File: config.mk
export PLATFORM = sky130hd
export DESIGN_NAME = cache_flat
export DESIGN_NICKNAME = d
export VERILOG_FILES = /design/src/cpu_isa_pkg.sv /design/src/cpu_mem_pkg.sv /design/src/mem_if.sv /design/src/cache.sv /design/src/flat_wrapper.sv
export SDC_FILE = /design/constraint.sdc
export NUM_CORES = 1
export LEC_CHECK = 0
export ABC_CLOCK_PERIOD_IN_PS = 3300
export BUFFER_PORTS_ARGS = -buffer_cell sky130_fd_sc_hd__buf_2
export CELL_PAD_IN_SITES_DETAIL_PLACEMENT = 1
export CELL_PAD_IN_SITES_GLOBAL_PLACEMENT = 1
export CORE_ASPECT_RATIO = 0.8
export CORE_UTILIZATION = 45
export CTS_BUF_LIST = sky130_fd_sc_hd__clkbuf_8
export CTS_CLUSTER_DIAMETER = 150
export DETAILED_ROUTE_END_ITERATION = 6
export HOLD_SLACK_MARGIN = 0.06
export MAX_ROUTING_LAYER = met4
export PLACE_DENSITY = 0.68
export SLEW_MARGIN = 5
export SYNTH_ARGS = -nofsm -noshare
export SYNTH_HDL_FRONTEND = slang
export SYNTH_SLANG_ARGS = --single-unit
File: constraint.sdc
create_clock -name clk -period 3.3 [get_ports clk]
set_input_delay 0.33 -clock clk [delete_from_list [all_inputs] [get_ports clk]]
set_output_delay 0.33 -clock clk [all_outputs]
set_load 0.03 [all_outputs]
File: src/cpu_isa_pkg.sv
`default_nettype none

package cpu_isa_pkg;

	localparam int WORD_W  = 16;
	localparam int FIELD_W = 4;	// Width of opcode and register fields

	typedef logic [WORD_W-1:0]  word_t;
	typedef logic [FIELD_W-1:0] reg_idx_t;

	// Subset of the full ISA, encodings unchanged
	typedef enum logic [3:0] {
		OP_ADD = 4'b0000,
		OP_SUB = 4'b0001,
		OP_XOR = 4'b0010,
		OP_LW  = 4'b1000,
		OP_SW  = 4'b1001,
		OP_LHB = 4'b1010,
		OP_LLB = 4'b1011,
		OP_HLT = 4'b1111
	} opcode_e;

	localparam int OP_MSB = 15;	// Opcode [15:12]
	localparam int RD_MSB = 11;	// Dest, or store data [11:8]
	localparam int RS_MSB = 7;	// Source 1 or base [7:4], byte imm [7:0]
	localparam int RT_MSB = 3;	// Source 2 or offset [3:0]

endpackage

`default_nettype wire

File: src/cpu_mem_pkg.sv
`default_nettype none

package cpu_mem_pkg;

	// Line geometry
	localparam int LINE_WORDS  = 4;
	localparam int OFFSET_BITS = $clog2(LINE_WORDS);	// Word offset within line

	// Cache numbering on the shared memory
	localparam int PORT_I    = 0;	// Instruction side, higher priority
	localparam int PORT_D    = 1;
	localparam int NUM_PORTS = 2;

	// Stores live at and above this address, program below it
	localparam logic [15:0] DATA_BASE = 16'h8000;

endpackage

`default_nettype wire

File: src/mem_if.sv
`timescale 1ns/1ps
`default_nettype none

interface mem_if
	import cpu_isa_pkg::*;
();

	logic  req;	// One-cycle strobe
	logic  we;
	word_t addr;	// Byte address, bit 0 ignored
	word_t wdata;
	logic  rdy;	// One-cycle completion pulse
	word_t rdata;	// Valid with rdy on reads

	modport client (
		output req, we, addr, wdata,
		input  rdy, rdata
	);

	modport server (
		input  req, we, addr, wdata,
		output rdy, rdata
	);

endinterface

`default_nettype wire

File: src/cache.sv
`timescale 1ns/1ps
`default_nettype none

module cache
	import cpu_isa_pkg::*, cpu_mem_pkg::*;
#(
	parameter int CACHE_LINES = 8	// Power of two
) (
	input  wire   clk,
	input  wire   reset,
	mem_if.server cpu,
	mem_if.client mem
);

	localparam int INDEX_BITS = $clog2(CACHE_LINES);
	localparam int TAG_BITS   = WORD_W - 1 - OFFSET_BITS - INDEX_BITS;
	localparam logic [OFFSET_BITS-1:0] LAST_WORD = OFFSET_BITS'(LINE_WORDS - 1);

	typedef enum logic [1:0] {S_IDLE, S_LOOKUP, S_FILL, S_WRITE} state_e;

	// Line storage
	logic [TAG_BITS-1:0]    tags [CACHE_LINES];
	logic [CACHE_LINES-1:0] valid;
	word_t                  lines [CACHE_LINES][LINE_WORDS];

	state_e state;
	logic   req_we;	// Latched CPU request
	word_t  req_addr, req_wdata;
	logic [OFFSET_BITS-1:0] fill_cnt;
	logic   wr_done;	// Memory write acknowledged
	logic   mem_req_q, mem_we_q;
	word_t  mem_addr_q, mem_wdata_q;
	logic   cpu_open;	// Port-level request tracking

	logic [OFFSET_BITS-1:0] off;
	logic [INDEX_BITS-1:0]  idx;
	logic [TAG_BITS-1:0]    tag;
	logic hit, fill_last;

	// Address split: tag | index | word offset | byte
	assign off = req_addr[OFFSET_BITS:1];
	assign idx = req_addr[OFFSET_BITS+INDEX_BITS:OFFSET_BITS+1];
	assign tag = req_addr[WORD_W-1 -: TAG_BITS];
	assign hit = valid[idx] && (tags[idx] == tag);
	assign fill_last = (state == S_FILL) && mem.rdy && (fill_cnt == LAST_WORD);

	// Answer from LOOKUP, writes only once memory acked
	assign cpu.rdy   = (state == S_LOOKUP) && (req_we ? wr_done : hit);
	assign cpu.rdata = lines[idx][off];

	assign mem.req   = mem_req_q;
	assign mem.we    = mem_we_q;
	assign mem.addr  = mem_addr_q;
	assign mem.wdata = mem_wdata_q;

	// Tag and data arrays
	always_ff @(posedge clk) begin
		if (state == S_FILL && mem.rdy)
			lines[idx][fill_cnt] <= mem.rdata;
		if (fill_last)
			tags[idx] <= tag;
		if (state == S_LOOKUP && req_we && !wr_done && hit)
			lines[idx][off] <= req_wdata;	// Store hit keeps line current
	end

	//------------------------------------------------------------------------
	// Control FSM
	//------------------------------------------------------------------------
	always_ff @(posedge clk) begin
		if (reset) begin
			state     <= S_IDLE;
			valid     <= '0;
			fill_cnt  <= '0;
			wr_done   <= 1'b0;
			mem_req_q <= 1'b0;
		end else begin
			mem_req_q <= 1'b0;
			case (state)
				S_IDLE: if (cpu.req) begin
					req_we    <= cpu.we;
					req_addr  <= cpu.addr;
					req_wdata <= cpu.wdata;
					state     <= S_LOOKUP;
				end
				S_LOOKUP: begin
					if (req_we) begin
						if (wr_done) begin
							wr_done <= 1'b0;
							state   <= S_IDLE;
						end else begin
							// Write-through, no allocate on miss
							mem_req_q   <= 1'b1;
							mem_we_q    <= 1'b1;
							mem_addr_q  <= req_addr;
							mem_wdata_q <= req_wdata;
							state       <= S_WRITE;
						end
					end else if (hit) begin
						state <= S_IDLE;
					end else begin
						valid[idx] <= 1'b0;	// Line is stale until fill ends
						mem_req_q  <= 1'b1;
						mem_we_q   <= 1'b0;
						mem_addr_q <= {req_addr[WORD_W-1:OFFSET_BITS+1],
							{OFFSET_BITS{1'b0}}, 1'b0};
						fill_cnt   <= '0;
						state      <= S_FILL;
					end
				end
				S_FILL: if (mem.rdy) begin
					if (fill_cnt == LAST_WORD) begin
						valid[idx] <= 1'b1;
						state      <= S_LOOKUP;	// Now hits
					end else begin
						fill_cnt   <= fill_cnt + 1'b1;
						mem_req_q  <= 1'b1;
						mem_addr_q <= {req_addr[WORD_W-1:OFFSET_BITS+1],
							OFFSET_BITS'(fill_cnt + 1'b1), 1'b0};
					end
				end
				S_WRITE: if (mem.rdy) begin
					wr_done <= 1'b1;
					state   <= S_LOOKUP;
				end
				default: state <= S_IDLE;
			endcase
		end
	end

	// Request history seen on the CPU port
	always_ff @(posedge clk) begin
		if (reset)
			cpu_open <= 1'b0;
		else if (cpu.req)
			cpu_open <= 1'b1;
		else if (cpu.rdy)
			cpu_open <= 1'b0;
	end

	a_rdy_has_req: assert property (@(posedge clk) disable iff (reset)
		cpu.rdy |-> cpu_open);

endmodule

`default_nettype wire

File: src/flat_wrapper.sv
// flat-port wrapper written by rule: the top's interface ports become plain ports
module cache_flat import cpu_isa_pkg::*, cpu_mem_pkg::*;
#(
	parameter int CACHE_LINES = 8	               
)
  (clk, reset, cpu_req, cpu_we, cpu_addr, cpu_wdata, cpu_rdy, cpu_rdata, mem_req, mem_we, mem_addr, mem_wdata, mem_rdy, mem_rdata);
  mem_if cpu_i ();
  mem_if mem_i ();
  input  wire clk;
  input  wire reset;
  input wire logic [$bits(cpu_i.req)-1:0] cpu_req;
  input wire logic [$bits(cpu_i.we)-1:0] cpu_we;
  input wire logic [$bits(cpu_i.addr)-1:0] cpu_addr;
  input wire logic [$bits(cpu_i.wdata)-1:0] cpu_wdata;
  output wire logic [$bits(cpu_i.rdy)-1:0] cpu_rdy;
  output wire logic [$bits(cpu_i.rdata)-1:0] cpu_rdata;
  output wire logic [$bits(mem_i.req)-1:0] mem_req;
  output wire logic [$bits(mem_i.we)-1:0] mem_we;
  output wire logic [$bits(mem_i.addr)-1:0] mem_addr;
  output wire logic [$bits(mem_i.wdata)-1:0] mem_wdata;
  input wire logic [$bits(mem_i.rdy)-1:0] mem_rdy;
  input wire logic [$bits(mem_i.rdata)-1:0] mem_rdata;
  assign cpu_i.req = cpu_req;
  assign cpu_i.we = cpu_we;
  assign cpu_i.addr = cpu_addr;
  assign cpu_i.wdata = cpu_wdata;
  assign cpu_rdy = cpu_i.rdy;
  assign cpu_rdata = cpu_i.rdata;
  assign mem_req = mem_i.req;
  assign mem_we = mem_i.we;
  assign mem_addr = mem_i.addr;
  assign mem_wdata = mem_i.wdata;
  assign mem_i.rdy = mem_rdy;
  assign mem_i.rdata = mem_rdata;
  cache #(.CACHE_LINES(CACHE_LINES)) u_core (.clk(clk), .reset(reset), .cpu(cpu_i), .mem(mem_i));
endmodule
# Word level (Yosys, flattened, before mapping)
# Memories as Yosys holds them, arrays and structs flattened. A register that Yosys moved wholly into a read port is not among the register bits.
# Index checks and enable logic that the tools add are counted.
# totals
output_inout_bits,51
input_bits,53
memories,2
ff_bits,80
word_cells,250
mem_bits_rw,592
# memory_table
memory,depth,width,rd,rd_clocked_by_memory_dff,wr,line_no,text
u_core.lines,8,64,1,1,1,cache.sv:24,word_t lines [CACHE_LINES][LINE_WORDS];
u_core.tags,8,10,1,1,1,cache.sv:22,logic [TAG_BITS-1:0] tags [CACHE_LINES];
# op_classes
reduce_logical,22
n_eq_ne,17
n_lt_le_gt_ge,6
add_sub_neg,1
muxes,120
n_bitwise,71
# ops
operator,n
$mux W16,9
$mux W64,2
$mux W1,81
$demux W16 S2,2
$or A1 B1 Y1,64
$bmux W16 S2,1
$mux W8,4
$pmux W16 S2,1
$mux W2,11
$ne A2 B2 Y1 const B,8
$pmux W8 S2,1
$reduce_and A4 Y1,3
$eq A10 B10 Y1,1
$logic_and A1 B1 Y1,10
$reduce_and A5 Y1,2
$and A8 B8 Y8,1
$not A8 Y8,1
$or A8 B8 Y8,1
$pmux W2 S4,1
$eq A2 B2 Y1 const B,3
$ge A3 B3 Y1 const B,2
$lt A3 B1 Y1 const B,2
$mux W3,2
$not A2 Y3,2
other kinds (17),22

# Longest topological paths before layout
# Gate-level depths: netlist of run 1.
# depth
depth_word,9
mapped_depth,11
depth_no_buf,8

# Worst setup path after synthesis of run 1
# Ideal clock, no wire load.
# synth_path
path_type,reg2reg
startpoint,register (tool-made name)
endpoint,"memory u_core.lines[7][48] (netlist bit), enable pin"
setup_time_ns,0.388
synth_period_minus_slack_ns,3.417
path_stages_with_launch,10
path_slack_ns,-0.117
t_arrival_ns,3.028
t_required_ns,2.912
path_buffers,2
path_cell_list,dfxtp_1 buf_2 buf_2 mux4_2 mux2i_1 xnor2_1 nor4_4 nand3_4 o31a_1 nor2_1
# synth_lines
item,line_no
to (decl),cache.sv:24

==> flow_metrics.tcl, run 1 <==
set metrics [dict create \
    hold_path.class "in2reg" \
    grt_pass1_wl_um 112000 \
    numCtsBuffers 103 \
    diodes 0 \
    failed_checks "negative setup slack" \
    cts_tree "built" \
    finalSetupViolCount 963 \
    syn_avg_cell_area_um2 21.2 \
    critPathCaptureType "flip-flop" \
    clk-insertion-delay-late_ns 0.74 \
    yosysTopAreaCellShare 0.731 \
    hold_viol 0 \
    ys_ff_latch 675 \
    p_per_area_nw_per_um2 596 \
    core-area_um2 58700 \
    drc 0 \
    pin_count 104 \
    initial_core_util 0.460 \
    syn2layout_area_growth_pct 21.5 \
    grt_max_degree 52 \
    place_area_um2 29300 \
    layout_setup_ws_ns -0.334 \
    drt_iter0_drc 1609 \
    outcome "finished with violations" \
    nets 1655 \
    port_buffers 103 \
    slew_viol_final 0 \
    worst_slew_pin_slew_ns 0.896 \
    required_ns 3.76 \
    seq_area_frac_synth 0.744 \
    yosysWarnings 0 \
    final_util 0.559 \
    grt_pass1_vias 15500 \
    dp_hpwl_um 45600 \
    die-height_um 221 \
    post_drt_wl_per_cell_um 32.2 \
    gp_congestion 0.788 \
    rsz0062_at_grt "yes" \
    drive_above_1_share 0.391 \
    clock-root-buffer "clkbuf_8" \
    critPathArrivalTime_ns 4.09 \
    fin_crit_sh 1.10 \
    synth_cell_type_count 48 \
    vdd_drop_max_v 0.000292 \
    criticalPathCategory "reg2reg" \
    finalPower_mw 19.6 \
    synthCells 1275 \
    finish.instance_area_um2 32800 \
    grtUsageTotal 0.271 \
    netlist_top_cells_area "edfxtp_1, mux4_2, mux2i_1, mux2_4, dfxtp_1" \
    tns_ns -146.53 \
    fmax_mhz 275 \
    final-instance-count-excl-fill 2443 \
    maxCapViolCount 0 \
    cts.sinks 675 \
    vias_per_cell 6.06 \
    placed_cells 2170 \
    die_area_um2 61000 \
    slew_headroom 0.401 \
    synth_top_area_cell "edfxtp_1" \
    cts_buffer_depth 3 \
    wl_um 78800 \
    gr-total-overflow 0 \
    leakagePower_nw 11.2 \
    finalWorstPathRequiredPeriod_ns 3.63 \
    htreeDepth 3 \
    drt-pass1-iter-count 5 \
    rows 79 \
    clock_skew_ns 0.0508 \
    syn_area_um2 27000 \
    syn_nets 1336 \
    vias 14800 \
    cp_max_fo 8 \
    postRouteAntennaNets 0 \
    crit_path_start_kind "flip-flop" \
    antenna_found_initial 2 \
    dieWidth_um 276 \
    clkSlewWorstSetupHoldPaths_ns 0.06 \
]
==> logic make-up after synthesis <==
logic type | after synthesis | share of synthesized area
fa+ha+maj | 8 | 0.00370
compound gates | 91 | 0.0242
buf+inv | 78 | 0.0141
flops | 675 | 0.744
mux | 294 | 0.186
simple gates | 120 | 0.0250
xor+xnor | 9 | 0.00292
==> cell type report <==
cell class | count | area [µm²]
repair buffers | 283 | 3030
multi-input cells | 522 | 6840
clock buffers | 103 | 1420
well taps | 769 | 962
clock inverters | 82 | 419
fillers | 5155 | 25900
inverters | 9 | 33.8
flip-flops and latches | 675 | 20100
==> worst paths after layout <==
check / startpoint / end / slack [ns] / depth (start not counted)
worst max-delay path: flip-flop / u_core.lines[3][36] / -0.33 / 13
worst min-delay path: mem_rdata[10] / u_core.lines[2][42] / 0.12 / 2
worst max register to register: flip-flop / u_core.lines[3][36] / -0.33 / 13
worst min register to register: flip-flop / flip-flop / 0.49 / 2
==> worst max-delay path, stage by stage, from the launching register on <==
cell	delay [ns]
dfxtp_4	0.44
buf_6	0.14
mux4_2	0.54
mux2i_4	0.19
xnor2_2	0.11
a2111oi_4	0.35
buf_4	0.20
nand3_4	0.15
buf_12	0.17
buf_6	0.11
nor3_4	0.26
buf_6	0.16
buf_16	0.16
mux2_4	0.37
==> synth_stat cells (all sizes together) <==
master	instances
o31a	4
and3	1
o32a	8
a22oi	1
and2	2
nand3	9
o21a	10
or3b	2
nand3b	5
o21ai	11
a21oi	8
nor2	46
ha	8
nand2b	2
a21o	1
o211ai	3
clkbuf	34
edfxtp	658
dfxtp	17
or3	9
or2	18
and4	1
nor3	6
mux2i	78
a211oi	1
o22ai	32
a2bb2oi	1
a2111oi	1
nor3b	1
mux2	68
mux4	148
nor2b	3
xnor2	9
nor4	1
o2111ai	8
nand2	14
inv	9
buf	35
o41ai	2
==> through the flow <==
stage | setup slack [ns] | hold slack (ns)
2_1_floorplan | -0.117 | 0.424
3_3_place_gp | -0.0406 | 0.467
3_5_place_dp | -0.115 | 0.482
4_1_cts | -0.311 | 0.0618
5_1_grt | -0.420 | 0.0695
6_report | -0.334 | 0.118
==> cells in the final DEF, fill, tap and decap left out, types with 16 or more instances in the layout <==
cell,Yosys,layout
buf_12,0,41
buf_2,14,102
buf_4,1,43
buf_6,3,27
clkbuf_8,0,103
clkinv_1,0,17
dlygate4sd3_1,0,40
edfxtp_1,658,658
inv_1,9,56
mux2_4,40,56
mux2i_1,78,67
mux4_2,148,148
nor2_1,46,21
nor2_4,0,16
o22ai_1,32,32
or2_2,18,18
==> flip-flops by register name (all words and copies together), names as in the netlist, named ones only <==
register          count
u_core.lines        512
u_core.tags          80
u_core.mem.addr      16
u_core.mem.wdata     16
u_core.req_addr      16
u_core.req_wdata     16
u_core.fill_cnt       2
u_core.state          2
u_core.mem.req        1
u_core.mem.we         1
u_core.req_we         1
u_core.wr_done        1
==> power breakdown <==
group / leakage [nW] / total, mW / internal [mW] / switching (mW)
Clock: 1.11 / 6.36 / 3.02 / 3.34
Combinational: 3.98 / 3.36 / 1.45 / 1.91
Sequential: 6.07 / 9.84 / 9.64 / 0.196
Total: 11.2 / 19.6 / 14.1 / 5.44
==> per-layer routing <==
| layer | track usage | wire length (µm) | up-vias |
|---|---|---|---|
| li1 | - | - | 5983 |
| met1 | 0.374 | 32400 | 7954 |
| met2 | 0.401 | 37600 | 741 |
| met3 | 0.0576 | 6490 | 133 |
| met4 | 0.0938 | 2240 | 0 |
| met5 | - | 0 | - |
==> what timing repair did <==
action,in CTS,in global routing
resized for setup,113,56
setup buffers,21,20
pin swaps,17,14
hold buffers,39,1
setup endpoints to repair,878,1033
gates cloned,20,1
endpoints found under the hold margin,80,1
No activity file was read; power rests on OpenSTA's default activity.
==> run 2, diff against run 1 <==
--- a/config.mk
+++ b/config.mk
@@ -5,6 +5,7 @@
 export SDC_FILE = /design/constraint.sdc
 export NUM_CORES = 1
 export LEC_CHECK = 0
+export ABC_AREA = 1
 export ABC_CLOCK_PERIOD_IN_PS = 3300
 export BUFFER_PORTS_ARGS = -buffer_cell sky130_fd_sc_hd__buf_2
 export CELL_PAD_IN_SITES_DETAIL_PLACEMENT = 1
@@ -16,7 +17,7 @@
 export DETAILED_ROUTE_END_ITERATION = 6
 export HOLD_SLACK_MARGIN = 0.06
 export MAX_ROUTING_LAYER = met4
-export PLACE_DENSITY = 0.68
+export PLACE_DENSITY = 0.72
 export SLEW_MARGIN = 5
 export SYNTH_ARGS = -nofsm -noshare
 export SYNTH_HDL_FRONTEND = slang
==> flow_metrics.tcl, run 2 <==
set metrics [dict create \
    gp_congestion 0.833 \
    synth-edff-count 658 \
    worst_slew_pin_slew_ns 0.815 \
    vdd_drop_max_v 0.000378 \
    synth_top_area_cell "edfxtp_1" \
    gr-total-overflow 0 \
    synthCells 2189 \
    clkSlewWorstSetupHoldPaths_ns 0.06 \
    syn_nets 2250 \
    netlist_top_cells_area "edfxtp_1, o21ai_0, nor2_1, nand2_1, o221ai_1" \
    cp.buffers_inverters 3 \
    drt-pass1-iter-count 5 \
    vias 19700 \
    slew_viol_final 0 \
    leakagePower_nw 11.3 \
    fin_crit_sh 0.977 \
    mostFrequentLayoutCells "edfxtp_1, nor2_1, o21ai_0, nand2_1, inv_1" \
    grt_pass1_wl_um 129000 \
    largest-register "u_core.lines" \
    cts_tree "built" \
    yosysTopAreaCellShare 0.719 \
    critPathMostFrequentCell "nand2_1" \
    nets 2454 \
    initial_core_util 0.458 \
    reg2reg_slack_ns 0.15 \
    antenna_found_initial 1 \
    criticalPathCategory "reg2out" \
    die_area_um2 62000 \
    clk-insertion-delay-late_ns 0.71 \
    hold_path.startpoint "cpu_req" \
    dieWidth_um 278 \
    holdPathStages 4 \
    critPathArrivalTime_ns 2.90 \
    required_ns 2.97 \
    postRouteAntennaNets 0 \
    rows 80 \
    drive_above_1_share 0.155 \
    seq_area_frac_synth 0.732 \
    htreeDepth 3 \
    syn_avg_cell_area_um2 12.5 \
    synthArstFlopShare 0 \
    layout_commonest_cell "edfxtp_1" \
    critPathCaptureType "output port" \
    syn2layout_area_growth_pct 16.9 \
    numCtsBuffers 107 \
    cts_buffer_depth 3 \
    cp_slowest_cell "dfxtp_4" \
    maxCapViolCount 0 \
    finalWorstPathRequiredPeriod_ns 3.23 \
    yosysWarnings 0 \
    p_per_area_nw_per_um2 645 \
    finalSetupViolCount 0 \
    wl_met1_um 36800 \
    core-area_um2 60000 \
    fmax_mhz 310 \
    wl_met3_um 8980 \
    cts.sinks 675 \
    placed_cells 3017 \
    largest_reg_flops 512 \
    cp.depth 13 \
    clock_skew_ns 0.0286 \
    hold_slack_ns 0.154 \
    ys.flop_type "edfxtp_1" \
    syn_area_um2 27500 \
    synth.most_common_cell "edfxtp_1" \
    outcome "finished, final reports clean" \
    crit_chain "buf_4 -> clkbuf_16 -> nand2_1 -> nand3_1 -> nand3_1 -> nand3b_1 -> nand2_1 -> nor2_1 -> nand2_1 -> nor2_4 -> nand2_1 -> a21oi_4 -> buf_6" \
    reg2reg_depth 16 \
    grt_pass1_vias 19900 \
    rsz0062_at_grt "yes" \
    layout_setup_ws_ns 0.0748 \
    dp_hpwl_um 53800 \
    port_buffers 103 \
    drc 0 \
    die-height_um 223 \
    met2_length_um 41000 \
    tns_ns 0 \
    clock-root-buffer "clkbuf_8" \
    reg_top3 "u_core.lines x512, u_core.tags x80" \
    ys_ff_latch 675 \
    crit_path_start_kind "flip-flop" \
    hold_path.class "in2reg" \
    pin_count 104 \
    drt_iter0_drc 1950 \
    synth_cell_type_count 29 \
    hold_viol 0 \
    min_to "u_core.state[0]" \
    vias_per_cell 6.05 \
    wl_um 89900 \
    cp_max_fo 9 \
    synth_commonest_cells "edfxtp_1, nor2_1, o21ai_0, nand2_1, inv_1" \
    max_stage_delay_ns 0.38 \
    pre_cts_slack_ns 0.208 \
    post_drt_wl_per_cell_um 27.6 \
    final-instance-count-excl-fill 3252 \
    grtUsageTotal 0.293 \
    r2r-end "u_core.lines[4][25]" \
    grt_max_degree 115 \
    slew_headroom 0.455 \
    path_delay_family "simple AND/OR/NAND/NOR gates" \
    dr.max_layer_used "met4" \
]
run 2: cell count changes after synthesis, sizes merged, moves of 86 or more:
cell	previous run	this run
nand3	9	95
nand2	14	244
o221ai	0	96
mux4	148	0
nor2	46	311
o21ai	11	335
inv	9	129
run 2: cell families (layout without fill, tap and decap cells):
kind of cell / after synthesis / in the layout / share of synthesized area
AOI/OAI and AO/OA: 539 / 539 / 0.116
adders and majority gates: 8 / 8 / 0.00364
and+or+nand+nor: 696 / 696 / 0.106
other: 0 / 1 / 0
DFF: 675 / 675 / 0.732
buffers and inverters: 271 / 554 / 0.0421
run 2: report_power, final:
part / total, mW / leakage, nW / internal (mW) / switching (mW)
registers: 9.85 / 6.07 / 9.69 / 0.157
logic: 4.36 / 4.10 / 1.25 / 3.11
clock network: 6.49 / 1.09 / 3.15 / 3.34
run 2: how the worst max path moves through the flow:
stage	startpoint	end	slack, ns
floorplan	flip-flop	u_core.mem.addr[0]	0.19
global placement	flip-flop	u_core.lines[6][23]	0.33
detailed placement	flip-flop	u_core.lines[2][5]	0.21
CTS	flip-flop	cpu_rdy	0.006
global route	flip-flop	cpu_rdy	-0.08
finish	flip-flop	cpu_rdy	0.07
run 2: routing by layer:
metal,vias to the layer above,track usage
li1,8450,-
met2,1038,0.441
met4,0,0.105
met5,-,-
met1,10000,0.384
met3,188,0.0754
run 2: layout make-up:
cell class                 instances  area, µm²
antenna                            1       2.50
timing repair buffer             236       2240
multi-input combinational       1243       6390
inverter                         130        507
clock buffer                     109       1500
fill                            6068      27900
sequential                       675      20100
clock inverter                    79        378
tap                              779        975
run 2: worst register-to-register path: stages, from the launching register on:
cell and delay, ns:
dfxtp_4 0.38, buf_4 0.16, clkbuf_16 0.18, nor2_1 0.06, nor2_1 0.11, nand2_1 0.08
nand3_1 0.11, nand2_1 0.06, nand2_1 0.09, nand2_1 0.06, nor2_1 0.11, nand2_1 0.10
nor2_4 0.29, nand4_4 0.13, buf_4 0.32, a21oi_2 0.20, buf_4 0.35
run 2: stage by stage:
stage,power [mW],area (µm²),util
after floorplan,12.5,27500,-
after global placement,13.8,29500,0.492
after detailed placement,14.0,29500,0.492
after CTS,20.5,31800,0.531
after global routing,21.4,32100,0.535
final,20.7,32100,0.535
run 2: what timing repair did:
item	4_1_cts	5_1_grt
pin swaps	2	5
gates cloned	1	4
resized for setup	19	28
endpoints found under the hold margin	39	0
hold buffers	35	0
setup endpoints to repair	17	8
buffers inserted	3	3
